File: src/icache_cfg_pkg.sv
/* geometry of the two-way instruction cache, shared by the RTL and the testbench
   address split is tag[31:9], index[8:3], word select bit 2 */
package icache_cfg_pkg;

    localparam int ADDR_W   = 32;
    localparam int INST_W   = 32;
    localparam int LINE_W   = 64;  // two instructions per line

    localparam int NUM_SETS = 64;
    localparam int INDEX_W  = 6;
    localparam int TAG_W    = 23;
    localparam int NUM_WAYS = 2;

    // replacement ages
    localparam int AGE_W    = 3;
    localparam int AGE_MAX  = 7;

    // bit positions inside a fetch address
    localparam int INDEX_LSB = ADDR_W - TAG_W - INDEX_W;  // 3
    localparam int TAG_LSB   = INDEX_LSB + INDEX_W;       // 9
    localparam int WORD_SEL  = 2;                         // upper or lower half of a line

endpackage

File: src/icache_types_pkg.sv
/* request, response and array-write types of the instruction cache */
package icache_types_pkg;

    typedef logic [icache_cfg_pkg::ADDR_W-1:0]   addr_t;
    typedef logic [icache_cfg_pkg::INDEX_W-1:0]  index_t;
    typedef logic [icache_cfg_pkg::TAG_W-1:0]    tag_t;
    typedef logic [icache_cfg_pkg::LINE_W-1:0]   line_t;
    typedef logic [icache_cfg_pkg::INST_W-1:0]   inst_t;
    typedef logic                                way_t;
    typedef logic [icache_cfg_pkg::NUM_WAYS-1:0] way_mask_t;

    typedef struct packed {
        logic  valid;
        tag_t  tag;
    } tag_entry_t;

    typedef struct packed {
        logic  valid;
        addr_t addr;
    } fetch_req_t;

    typedef struct packed {
        logic  valid;
        inst_t data;
    } fetch_rsp_t;

    typedef struct packed {
        logic  read;
        addr_t addr;  // line aligned
    } mem_req_t;

    typedef struct packed {
        logic  valid;
        line_t data;
    } mem_rsp_t;

    // one write into the tag and data arrays, fence or fill
    typedef struct packed {
        logic       en;
        way_mask_t  mask;
        index_t     index;
        tag_entry_t entry;
        line_t      line;
    } arr_wr_t;

    typedef struct packed {
        logic      hit;
        way_t      hit_way;
        way_mask_t valid;
        inst_t     inst;
    } lookup_t;

    typedef enum logic [1:0] {
        IDLE,
        READ,
        COMPARE,
        MISS
    } ctrl_state_e;

endpackage

File: src/icache_ctrl.sv
/* fetch FSM of the instruction cache with the fence sweep
   drives the array reads and muxes fence writes with refill fills */
`timescale 1ns/1ps

module icache_ctrl (
    input  logic                           clk,
    input  logic                           arst_n_i,
    input  icache_types_pkg::fetch_req_t   fetch_req_i,
    input  logic                           fence_i,
    input  icache_types_pkg::lookup_t      lookup_i,
    input  icache_types_pkg::arr_wr_t      fill_i,
    output logic                           rd_en_o,
    output icache_types_pkg::arr_wr_t      arr_wr_o,
    output logic                           hit_o,
    output logic                           refill_start_o,
    output icache_types_pkg::fetch_rsp_t   fetch_rsp_o
);

    icache_types_pkg::ctrl_state_e state_q;
    icache_types_pkg::ctrl_state_e state_d;
    logic [icache_cfg_pkg::INDEX_W:0] fence_cnt_q;  // msb set once all sets are swept
    logic                             fence_active;
    logic                             compare_hit;

    assign fence_active = fence_i & ~fence_cnt_q[icache_cfg_pkg::INDEX_W];
    assign compare_hit  = (state_q == icache_types_pkg::COMPARE) && lookup_i.hit;

    always_ff @(posedge clk or negedge arst_n_i) begin
        if (!arst_n_i) begin
            fence_cnt_q <= '0;
        end else if (!fence_i) begin
            fence_cnt_q <= '0;
        end else if (fence_active) begin
            fence_cnt_q <= fence_cnt_q + 1'b1;
        end
    end

    always_ff @(posedge clk or negedge arst_n_i) begin
        if (!arst_n_i) begin
            state_q <= icache_types_pkg::IDLE;
        end else begin
            state_q <= state_d;
        end
    end

    always_comb begin
        state_d = state_q;
        unique case (state_q)
            icache_types_pkg::IDLE: begin
                if (fetch_req_i.valid && !fence_i) begin
                    state_d = icache_types_pkg::READ;
                end
            end
            icache_types_pkg::READ: state_d = icache_types_pkg::COMPARE;
            icache_types_pkg::COMPARE: begin
                state_d = lookup_i.hit ? icache_types_pkg::IDLE : icache_types_pkg::MISS;
            end
            icache_types_pkg::MISS: begin
                if (fill_i.en) begin
                    state_d = icache_types_pkg::READ;  // look up again after the fill
                end
            end
            default: state_d = icache_types_pkg::IDLE;
        endcase
    end

    // fence clears set k of both ways in the k-th cycle
    always_comb begin
        if (fence_i) begin
            arr_wr_o.en    = fence_active;
            arr_wr_o.mask  = '1;
            arr_wr_o.index = fence_cnt_q[icache_cfg_pkg::INDEX_W-1:0];
            arr_wr_o.entry = '0;
            arr_wr_o.line  = '0;
        end else begin
            arr_wr_o = fill_i;
        end
    end

    assign rd_en_o          = (state_q == icache_types_pkg::READ);
    assign hit_o            = compare_hit;
    assign refill_start_o   = (state_q == icache_types_pkg::COMPARE) && !lookup_i.hit;
    assign fetch_rsp_o.valid = compare_hit;
    assign fetch_rsp_o.data  = lookup_i.inst;

    // an unfenced array read leaves the hit flag unknown
    a_state_legal: assert property (
        @(posedge clk) disable iff (!arst_n_i)
        !$isunknown(state_q)
    ) else $error("controller state went unknown");

    // core only fences with no fetch in flight
    a_fence_idle: assert property (
        @(posedge clk) disable iff (!arst_n_i)
        $rose(fence_i) |-> state_q == icache_types_pkg::IDLE
    ) else $error("fence raised outside IDLE");

endmodule

File: config.mk
export PLATFORM = sky130hd
export DESIGN_NAME = icache_ctrl
export DESIGN_NICKNAME = d
export VERILOG_FILES = /design/src/icache_cfg_pkg.sv /design/src/icache_types_pkg.sv /design/src/icache_ctrl.sv
export SDC_FILE = /design/constraint.sdc
export NUM_CORES = 1
export LEC_CHECK = 0
export BUFFER_PORTS_ARGS = -buffer_cell sky130_fd_sc_hd__buf_2
export CAP_MARGIN = 5
export CORE_AREA = 2 2 119 121
export CTS_CLUSTER_DIAMETER = 200
export DETAILED_ROUTE_END_ITERATION = 8
export DIE_AREA = 0 0 121 123
export PLACE_DENSITY = 0.52
export SLEW_MARGIN = 20
export SYNTH_ARGS = -nofsm -noshare
export SYNTH_HDL_FRONTEND = slang
export SYNTH_SLANG_ARGS = --single-unit
File: constraint.sdc
create_clock -name clk -period 1.7 [get_ports clk]
set_clock_uncertainty 0.1 [all_clocks]
set_input_delay 0.085 -clock clk [delete_from_list [all_inputs] [get_ports clk]]
set_output_delay 0.085 -clock clk [all_outputs]
set_load 0.05 [all_outputs]
# --- Yosys cells after proc, flatten, opt, wreduce, memory -nomap -nowiden ---
# Index checks and enable logic that the tools add are counted.
totals:
  register_bits: 9
  out_inout_bits: 133
  in_bits: 169
op_classes:
  bitwise_logic: 2
  reduce_logical: 7
  eq_ne: 6
  mux: 7
  n_addsub: 1
op_table:
  columns: ["cell", "count"]
  rows:
  - ["$mux W97", 1]
  - ["$mux W7", 2]
  - ["$pmux W2 S4", 1]
  - ["$add A7 B1 Y7 const B", 1]
  - ["$mux W2", 3]
  - ["$eq A2 B2 Y1 const B", 2]
  - ["$ne A2 B2 Y1 const B", 2]
  - ["$logic_and A1 B1 Y1", 3]
  - ["$eq A2 B1 Y1 const B", 1]
  - ["$logic_not A1 Y1", 2]
  - ["$logic_not A2 Y1", 1]
  - ["$ne A2 B1 Y1 const B", 1]
  - ["$reduce_and A2 Y1", 1]
  - ["$and A1 B1 Y1", 1]
  - ["$not A1 Y1", 1]

# --- Logic depth before layout (Yosys ltp) ---
# Gate-level depths: netlist of run 1.
depth:
  word_depth: 4
  depth_mapped: 5

# --- Worst setup path before layout of run 1 ---
# Ideal clock, no wire load.
synth_timing:
  path_kind: "register to register"
  start: "reg state_q[0]"
  end: "reg state_q[1]"
  period_less_slack_ps: 1865
  t_required_ps: 1520
  slack_ps: -165
  stages_incl_launch_ff: 6
  arrival_time_ps: 1684
  setup_ps: 80
  path_cell_list: "dfrtp_1 > inv_1 > ha_1 > nor2b_1 > o21ai_0 > mux2i_1"
synth_via:
  elab_chain_len: 3
synth_lines:
  columns: ["item", "line", "rtl"]
  rows:
  - ["start, declared", "icache_ctrl.sv:19", "icache_types_pkg::ctrl_state_e state_q;"]
  - ["start signal, assigned", "icache_ctrl.sv:40", "state_q <= icache_types_pkg::IDLE;"]
  - ["start signal, assigned", "icache_ctrl.sv:42", "state_q <= state_d;"]
  - ["$eq A2 B2 Y1 or $logic_not A2 Y1 (tied branches)", "icache_ctrl.sv:48", "unique case (state_q)"]
  - ["$ne A2 B2 Y1 (no source line)", null, null]
  - ["$reduce_and A2 Y1 (no source line)", null, null]
# Parallel ways exist; a longest one is shown, timed or not.
# A chain may end at the register's enable or synchronous reset.

# --- Worst setup path after layout of run 1 ---
layout_timing:
  start: "reg state_q[0]"
  end: "out refill_start_o"
layout_via:
  elab_chain_len: 2
layout_lines:
  columns: ["item", "line", "rtl"]
  rows:
  - ["$eq A2 B2 Y1", "icache_ctrl.sv:82", "assign refill_start_o = (state_q == icache_types_pkg::COMPARE) && !lookup_i.hit;"]
  - ["$logic_and A1 B1 Y1", "icache_ctrl.sv:82", null]
  - ["end, declared", "icache_ctrl.sv:15", "output logic refill_start_o,"]
# Every way passes these cells.

==> flow_summary_export.csv, run 1 <==
group,metric,value,unit
die,row_count,43,
cts,cts_sinks,9,
pwr,internal_power,0.889,mW
finish,fin_area,2530,sq um
pwr,vdd_ir_drop_max,0.583,mV
run_status,status,"completed",
cts,h-tree-depth,1,
synthesis,synth-xor-area-share,2.41,%
synthesis,synth_top_area_share,39.2,%
cts,cts-resized-gates,0,
finish,drive_above_1_share,61.6,%
synthesis,synth.distinct_cells,24,
pwr,power_frac_seq,15.4,%
grt,grt_pass1_wl,7090,microns
synthesis,synth_cells,189,
worst_setup_path,critPathRequiredTime,1.51,ns
cts,cts-root-buf,"clkbuf_16",
sta,drv_slew,0,
placed_design,gp_congestion,0.701,
die,die_w,121,microns
drt,avgRoutedWirePerCell,10.0,microns
grt,grt_pass1_vias,1505,
synthesis,synth_top_cell_by_area,"nor2b_1",
synthesis,ys_warn_count,0,
cts,cts_tree,"done",
cts,cts_buffers,3,
pwr,power.share.clock,23.6,%
pwr,p_comb_share,61.1,%
sta,fmax,656,MHz
worst_setup_path,critPathLaunchType,"register",
drt,vias,1753,
pwr,p_leak,1.45,nW
placed_design,dp_hpwl,4610,microns
synthesis,synth_fa_ha_area_share,4.30,%
worst_setup_path,path_class,"reg -> out",
synthesis,synth_mux_area_share,6.63,%
die,io_pins,302,
synthesis,async_reset_ff_share,100,%
worst_hold_path,hp-class,"in -> out",
synthesis,yosysSeqAreaShare,15.5,%
worst_setup_path,cpLargestDelayFamily,"flip-flops",
die,fp.dieH,123,microns
synthesis,yosysMostFrequentCell,"nor2b_1",
synthesis,synth_seq_cells,9,
sta,hold_viol,0,
finish,area_growth,73.8,%
worst_setup_path,reg2reg_slack,0.30,ns
worst_setup_path,r2r_end,"fence_cnt_q[5]",
synthesis,synth.area.top_cells,"nor2b_1 (39%), buf_4 (17%), dfrtp_1 (15%)",
die,start_util,10.7,%
worst_hold_path,worstHoldStart,"lookup_i[10]",
synthesis,yosys.area_share.simple,47.3,%
drt,wirelength,5380,microns
sta,fin_crit,1.52,ns
sta,relSlewSlack,71.9,%
grt,grt_util_met2,11.3,%
drt,drc,0,
worst_setup_path,ff2ff_path_depth,3,
synthesis,synth_compound_area_share,2.07,%
synthesis,synth_common_cells,"nor2b_1 (91), buf_4 (33), clkbuf_1 (10)",
cts,clk_path_buf_depth,2,
synthesis,synth_edf_count,0,
finish,fillers,1510,
synthesis,ys.flop_type,"dfrtp_1",
worst_setup_path,worstPathMaxFanout,3,
placed_design,placed_area,2440,sq um
grt,grt-busiest-layer,"met2",
worst_hold_path,min_delay_worst_endpoint,"fetch_rsp_o[10]",
flow_run,drv_cap,0,
grt,antenna_found_initial,0,
die,fp.dieArea,14900,sq um
sta,fin_tns_setup,0,ns
drt,ant_nets,0,
worst_setup_path,r2r-start,"fence_cnt_q[2]",
synthesis,avgSynthCellArea,7.69,sq um
worst_setup_path,path_buf_inv,2,
worst_setup_path,end_kind,"output port",
pwr,p_sw_share,49.9,%
finish,diodes,0,
die,coreArea,13600,sq um
grt,grt_max_degree,38,
synthesis,syn-cell-area,1450,sq um
worst_hold_path,hold_path_depth,0,
finish,fin_util,18.6,%
sta,rsz0062_at_grt,"no",
pwr,cellPowerDensity,703,nW/um^2
pwr,power,1.78,mW
worst_setup_path,crit_path_top_delay_cell,"dfrtp_1",
worst_setup_path,max_stage_delay,0.39,ns
drt,first_pass_iters,4,
grt,overflow,0,
cts,clk_pin_slew_worst_paths,0.04,ns
drt,viasPerCell,3.26,
finish,nNetsFinal,532,
sta,timing.final.crit_share,89.6,%
placed_design,portBuffers,202,
pwr,switchingPower,0.887,mW
sta,max_slew.worst_pin.slew,0.422,ns
worst_setup_path,cp_data_arrival_time,1.34,ns
sta,setup_viol,0,
synthesis,synth_top_family_by_area,"simple AND/OR/NAND/NOR gates",
grt,gr-usage-met3,1.61,%
synthesis,syn_nets,363,
cts,insertion_delay,0.23,ns
grt,track_usage,6.00,%
grt,gr-usage-met1,5.97,%
drt,drt_iter0_markers,20,
worst_setup_path,cp_cell_sequence,"inv_1 -> ha_1 -> nor2b_2 -> buf_2",
-- layout make-up --
class | instances | area (sq um) | area share, %
Timing Repair Buffer | 209 | 1070 | 42.3
Multi-Input combinational cell | 131 | 915 | 36.2
Sequential cell | 9 | 225 | 8.91
Tap cell | 180 | 225 | 8.91
Clock buffer | 4 | 78.8 | 3.12
Inverter | 4 | 15.0 | 0.594
-- how the worst max path moves through the flow --
stage	start	slack, ns	cells past startpoint	endpoint
2_1_floorplan	state_q[0]	0.14	5	state_q[1]
3_3_place_gp	fence_cnt_q[2]	0.34	3	fence_cnt_q[5]
3_5_place_dp	fence_cnt_q[2]	0.31	3	fence_cnt_q[5]
4_1_cts	state_q[0]	0.16	4	refill_start_o
5_1_grt	state_q[0]	0.06	4	refill_start_o
6_report	state_q[0]	0.18	4	refill_start_o
-- layout by cell type, fill, tap and decap left out, drive strengths merged --
master	count
a22oi	1
and2	5
buf	208
clkbuf	4
dfrtp	9
dlygate4sd3	1
ha	5
inv	4
mux2	5
mux2i	4
nand2	2
nand2b	2
nand3	1
nand4b	2
nor2	2
nor2b	91
o21a	1
o21ai	3
or2	2
or4b	1
xnor2	4
-- per-layer routing --
metal | share of wire, % | wire, microns
met1 | 35 | 1880
met2 | 50 | 2680
met3 | 12 | 620
met4 | 3.7 | 201
met5 | 0 | 0
-- flip-flops by register name, summed over array words and instances (netlist names) --
signal and flops:
fence_cnt_q 7, state_q 2
-- stage by stage --
step,setup slack (ns),instances,hold WS [ns]
3_5_place_dp,0.305,532,-0.140
6_report,0.177,537,0.0700
5_1_grt,0.0622,537,0.0701
2_1_floorplan,0.142,189,-0.311
4_1_cts,0.157,537,0.0703
3_3_place_gp,0.339,532,-0.143
-- worst reg2reg max path, cell delays in order (launching register included) --
cell and delay (ns):
dfrtp_1 0.47, nand4b_4 0.15, or4b_1 0.51, o21ai_1 0.09
-- power groups by stage --
stage	combinational (mW)	sequential [mW]	clock (mW)
after floorplan	1.02	0.269	0
after detailed placement	1.09	0.277	0
after global placement	1.09	0.277	0
after global routing	1.17	0.278	0.450
after CTS	1.10	0.274	0.433
final	1.09	0.273	0.418
-- cell families (layout without fill, tap and decap cells) --
logic type,Yosys count,in the layout
and+or+nand+nor,108,108
buffers and inverters,49,217
muxes,9,9
DFF,9,9
adders and majority gates,5,5
AOI/OAI and AO/OA,5,5
xor gates and xnor gates,4,4
-- repair_timing --
action | 4_1_cts | 5_1_grt
hold buffers | 1 | 0
hold endpoints to repair | 9 | 0
setup buffers | 0 | 0
Power figures use the tool's default switching activity.
==> run 2, diff against run 1 <==
CTS_BUF_LIST = sky130_fd_sc_hd__clkbuf_8   (was unset)
==> run 2 against run 1 <==
  * Global-route usage is essentially flat
  * Final area shrank 1.3%
  * Count of clock-buffer cells in the layout fell by 1
  * Largest power group unchanged
  * First-iteration DRC count increased by 10%
  * Non-clock buffer count is the same
  * Register-to-register slack barely moved
  * Largest cell class unchanged
  * Routed wire length decreased by 0.15%
  * Via count shrank 0.11%
  * Hold slack unchanged
==> flow_summary_export.csv, run 2 (synthesis gave the netlist of run 1 again) <==
group,metric,value,unit
run_status,status,"completed",
grt,antenna_found_initial,0,
die,fp.dieH,123,microns
placed_design,gp_congestion,0.701,
sta,setup_viol,0,
grt,grt_max_degree,38,
sta,fin_crit,1.52,ns
finish,fillers,1514,
pwr,cellPowerDensity,643,nW/um^2
placed_design,dp_hpwl,4610,microns
drt,drc,0,
drt,wirelength,5370,microns
finish,largestRegisters,"fence_cnt_q: 7 flops, state_q: 2 flops",
finish,drive_above_1_share,61.6,%
finish,nNetsFinal,532,
die,coreArea,13600,sq um
drt,drt_iter0_markers,22,
worst_hold_path,hp-class,"in -> out",
sta,timing.final.crit_share,89.7,%
placed_design,portBuffers,202,
grt,grt_pass1_vias,1510,
drt,vias,1751,
worst_setup_path,critPathLaunchType,"register",
cts,cts_buffers,3,
cts,cts-root-buf,"clkbuf_8",
cts,insertion_delay,0.23,ns
sta,relSlewSlack,71.8,%
drt,first_pass_iters,4,
cts,h-tree-depth,1,
pwr,vdd_ir_drop_max,0.583,mV
drt,avgRoutedWirePerCell,10.0,microns
sta,rsz0062_at_grt,"no",
grt,grt_pass1_wl,7060,microns
sta,fin_tns_setup,0,ns
finish,fin_util,18.3,%
sta,fmax,656,MHz
die,die_w,121,microns
cts,cts_tree,"done",
drt,ant_nets,0,
finish,multi_input_area,915,sq um
pwr,power,1.60,mW
finish,final_common_cell,"buf_2",
finish,area_growth,71.5,%
worst_setup_path,end_kind,"output port",
grt,track_usage,5.98,%
finish,largest_reg_flops,7,
pwr,p_leak,1.44,nW
flow_run,drv_cap,0,
grt,overflow,0,
worst_setup_path,worstPathMaxFanout,3,
die,start_util,10.7,%
worst_setup_path,cp_data_arrival_time,1.34,ns
drt,viasPerCell,3.26,
cts,cts_sinks,9,
die,io_pins,302,
finish,final_cell_mix,"buf_2 (201), nor2b_1 (90), dfrtp_1 (9)",
finish,top_register,"fence_cnt_q",
die,fp.dieArea,14900,sq um
die,row_count,43,
finish,diodes,0,
sta,drv_slew,0,
sta,hold_viol,0,
cts,clk_path_buf_depth,2,
worst_setup_path,path_class,"reg -> out",
cts,clk_pin_slew_worst_paths,0.05,ns
finish,ff_latch_area,225,sq um
sta,max_slew.worst_pin.slew,0.423,ns
worst_setup_path,critPathRequiredTime,1.51,ns
==> run 2: layout make-up <==
| cell class | count | share of cell area [%] |
|---|---|---|
| Clock inverter | 1 | 0.151 |
| Multi-Input combinational cell | 131 | 36.7 |
| Tap cell | 180 | 9.03 |
| Sequential cell | 9 | 9.03 |
| Inverter | 4 | 0.602 |
| Timing Repair Buffer | 209 | 42.8 |
| Clock buffer | 3 | 1.66 |
==> run 2: power breakdown <==
group | leakage [nW] | switching, mW | internal, mW
combinational | 1.29 | 0.754 | 0.331
clock | 0.0269 | 0.0885 | 0.158
sequential | 0.120 | 0.0284 | 0.244
==> run 2: worst paths after layout <==
kind / startpoint / endpoint / cells after the start / slack, ns
min in group asynchronous: arst_n_i / state_q[0] / 2 / 0.14
max in group asynchronous: arst_n_i / fence_cnt_q[2] / 2 / 1.17
worst min-delay path: lookup_i[10] / fetch_rsp_o[10] / 0 / 0.07
worst max-delay path: state_q[0] / refill_start_o / 4 / 0.18
worst min register to register: fence_cnt_q[5] / fence_cnt_q[5] / 2 / 0.46
worst max register to register: fence_cnt_q[2] / fence_cnt_q[5] / 3 / 0.30
==> run 2: repair_timing <==
action / in CTS / in global routing
hold buffers: 1 / 0
setup buffers: 0 / 0
gates resized for setup: 0 / 0
hold endpoints to repair: 9 / 0
==> run 2: worst max-delay path, cell delays in order (launching register included) <==
cell and delay, ns:
dfrtp_1 0.40, inv_1 0.11, ha_1 0.16, nor2b_2 0.16
buf_2 0.28
==> run 2: metrics by stage <==
stage | cells | cell area [sq um] | hold slack [ns] | setup WS, ns
6_report | 537 | 2490 | 0.0700 | 0.175
3_5_place_dp | 532 | 2440 | -0.140 | 0.305
4_1_cts | 537 | 2490 | 0.0703 | 0.152
5_1_grt | 537 | 2490 | 0.0701 | 0.0523
3_3_place_gp | 532 | 2440 | -0.143 | 0.339
2_1_floorplan | 189 | 1460 | -0.311 | 0.142
==> run 2: per-layer routing <==
layer,GRT usage (%),wire [microns],vias to the layer above
met5,0,0,-
met3,1.61,617,12
met2,11.4,2700,116
met4,3.20,201,0
met1,5.86,1850,745
li1,-,-,878
==> run 3, diff against run 2 <==
CELL_PAD_IN_SITES_DETAIL_PLACEMENT = 2   (was unset)
CELL_PAD_IN_SITES_GLOBAL_PLACEMENT = 2   (was unset)
CORE_AREA = unset   (was 2 2 119 121)
CORE_MARGIN = 2   (was unset)
CORE_UTILIZATION = 10   (was unset)
DIE_AREA = unset   (was 0 0 121 123)
PLACE_DENSITY = 0.95   (was 0.52)
==> run 3 against run 2 <==
  * Register-to-register slack about the same
  * Critical endpoint unchanged
  * Final area up 0.10%
  * Sequential cell count is the same
  * Sequential power about the same
  * Via count increased by 6.1%
  * Maximum frequency shrank 1.7%
==> flow_summary_export.csv, run 3 (synthesis gave the netlist of run 1 again) <==
group,metric,value,unit
run_status,status,"completed",
cts,clk_pin_slew_worst_paths,0.05,ns
sta,timing.final.crit_share,91.2,%
cts,cts-root-buf,"clkbuf_8",
sta,max_slew.worst_pin.slew,0.370,ns
drt,drc,0,
sta,hold_viol,0,
die,io_pins,302,
cts,clk_path_buf_depth,2,
drt,wirelength,6650,microns
die,fp.dieH,125,microns
placed_design,portBuffers,202,
finish,drive_above_1_share,61.4,%
cts,cts_sinks,9,
drt,first_pass_iters,2,
finish,fin_util,17.4,%
finish,nNetsFinal,530,
drt,drt_iter0_markers,20,
cts,cts_buffers,3,
worst_setup_path,critPathRequiredTime,1.51,ns
cts,cts_tree,"done",
pwr,cellPowerDensity,651,nW/um^2
finish,final_common_cell,"buf_2",
finish,fillers,1751,
finish,diodes,0,
sta,rsz0062_at_grt,"no",
pwr,vdd_ir_drop_max,0.469,mV
sta,fin_crit,1.55,ns
worst_setup_path,end_kind,"output port",
placed_design,pre_cts_ws,0.282,ns
sta,drv_slew,0,
sta,fin_tns_setup,0,ns
die,start_util,10.1,%
drt,avgRoutedWirePerCell,12.3,microns
grt,grt_max_degree,44,
die,die_w,125,microns
worst_setup_path,cp_data_arrival_time,1.37,ns
grt,grt_pass1_vias,1918,
finish,final_cell_mix,"buf_2 (201), nor2b_1 (90), dfrtp_1 (9)",
cts,insertion_delay,0.23,ns
sta,fin_ws,0.149,ns
grt,overflow,0,
drt,viasPerCell,3.45,
sta,setup_viol,0,
grt,track_usage,7.97,%
die,fp.dieArea,15500,sq um
worst_setup_path,path_class,"reg -> out",
worst_hold_path,hold_path_depth,0,
worst_setup_path,ff2ff_path_depth,3,
drt,vias,1857,
sta,relSlewSlack,75.3,%
die,coreArea,14400,sq um
die,row_count,44,
worst_setup_path,worstPathMaxFanout,3,
finish,largest_reg_flops,7,
placed_design,dp_hpwl,5950,microns
grt,grt_pass1_wl,10300,microns
sta,fmax,645,MHz
finish,largestRegisters,"fence_cnt_q: 7 flops, state_q: 2 flops",
worst_hold_path,hp-class,"in -> out",
sta,hold_ws,0.0700,ns
flow_run,drv_cap,0,
drt,ant_nets,0,
placed_design,gp_congestion,0.678,
grt,antenna_found_initial,0,
finish,area_growth,71.7,%
pwr,p_leak,1.43,nW
worst_setup_path,critPathLaunchType,"register",
finish,top_register,"fence_cnt_q",
cts,h-tree-depth,1,
[run 3: cell count changes in the layout (fill, tap and decap cells not counted)]
cell	delta
buf_4	-3
buf_12	+1
[run 3: cell type report]
class,instances,area (sq um),area share [%]
clock inverter,1,3.75,0.150
timing repair buffer,207,1070,42.7
sequential,9,225,9.02
inverter,4,15.0,0.602
multi-input combinational,131,915,36.6
tap,184,230,9.22
clock buffer,3,41.3,1.65
[run 3: final timing paths]
check	from	end	slack (ns)
max	state_q[0]	refill_start_o	0.15
min	lookup_i[0]	fetch_rsp_o[0]	0.07
max reg2reg	fence_cnt_q[2]	fence_cnt_q[5]	0.30
min reg2reg	fence_cnt_q[5]	fence_cnt_q[5]	0.48
max in group asynchronous	arst_n_i	fence_cnt_q[2]	1.16
min in group asynchronous	arst_n_i	state_q[1]	0.14
[run 3: per-layer routing]
layer,wire length (microns),vias to the layer above,part of all wire [%],global-route usage [%]
li1,-,875,-,-
met2,3860,116,58,16.6
met1,2140,864,32,7.72
met3,629,2,9.5,2.71
met5,0,-,0,0
met4,21,0,0.32,0.595
[run 3: per-stage QoR]
| step | area (sq um) | power (mW) | instances |
|---|---|---|---|
| after global placement | 2440 | 1.36 | 534 |
| final | 2500 | 1.63 | 539 |
| after floorplan | 1460 | 1.28 | 189 |
| after detailed placement | 2440 | 1.40 | 534 |
| after global routing | 2500 | 1.75 | 539 |
| after CTS | 2500 | 1.67 | 539 |
[run 3: repair_timing]
action	in CTS	in global routing
buffers inserted	0	0
gates resized for setup	0	0
endpoints found under the hold margin	9	0
hold buffers	1	0
[run 3: critical path, cell delays in order (launching register included)]
cell	delay [ns]
dfrtp_1	0.40
inv_1	0.13
ha_1	0.17
nor2b_2	0.16
buf_2	0.27
[run 3: report_power, final]
group,leakage (nW),switching [mW],total (mW),internal [mW]
Combinational,1.29,0.769,1.10,0.333
Sequential,0.120,0.0315,0.275,0.244
Clock,0.0269,0.0907,0.249,0.158
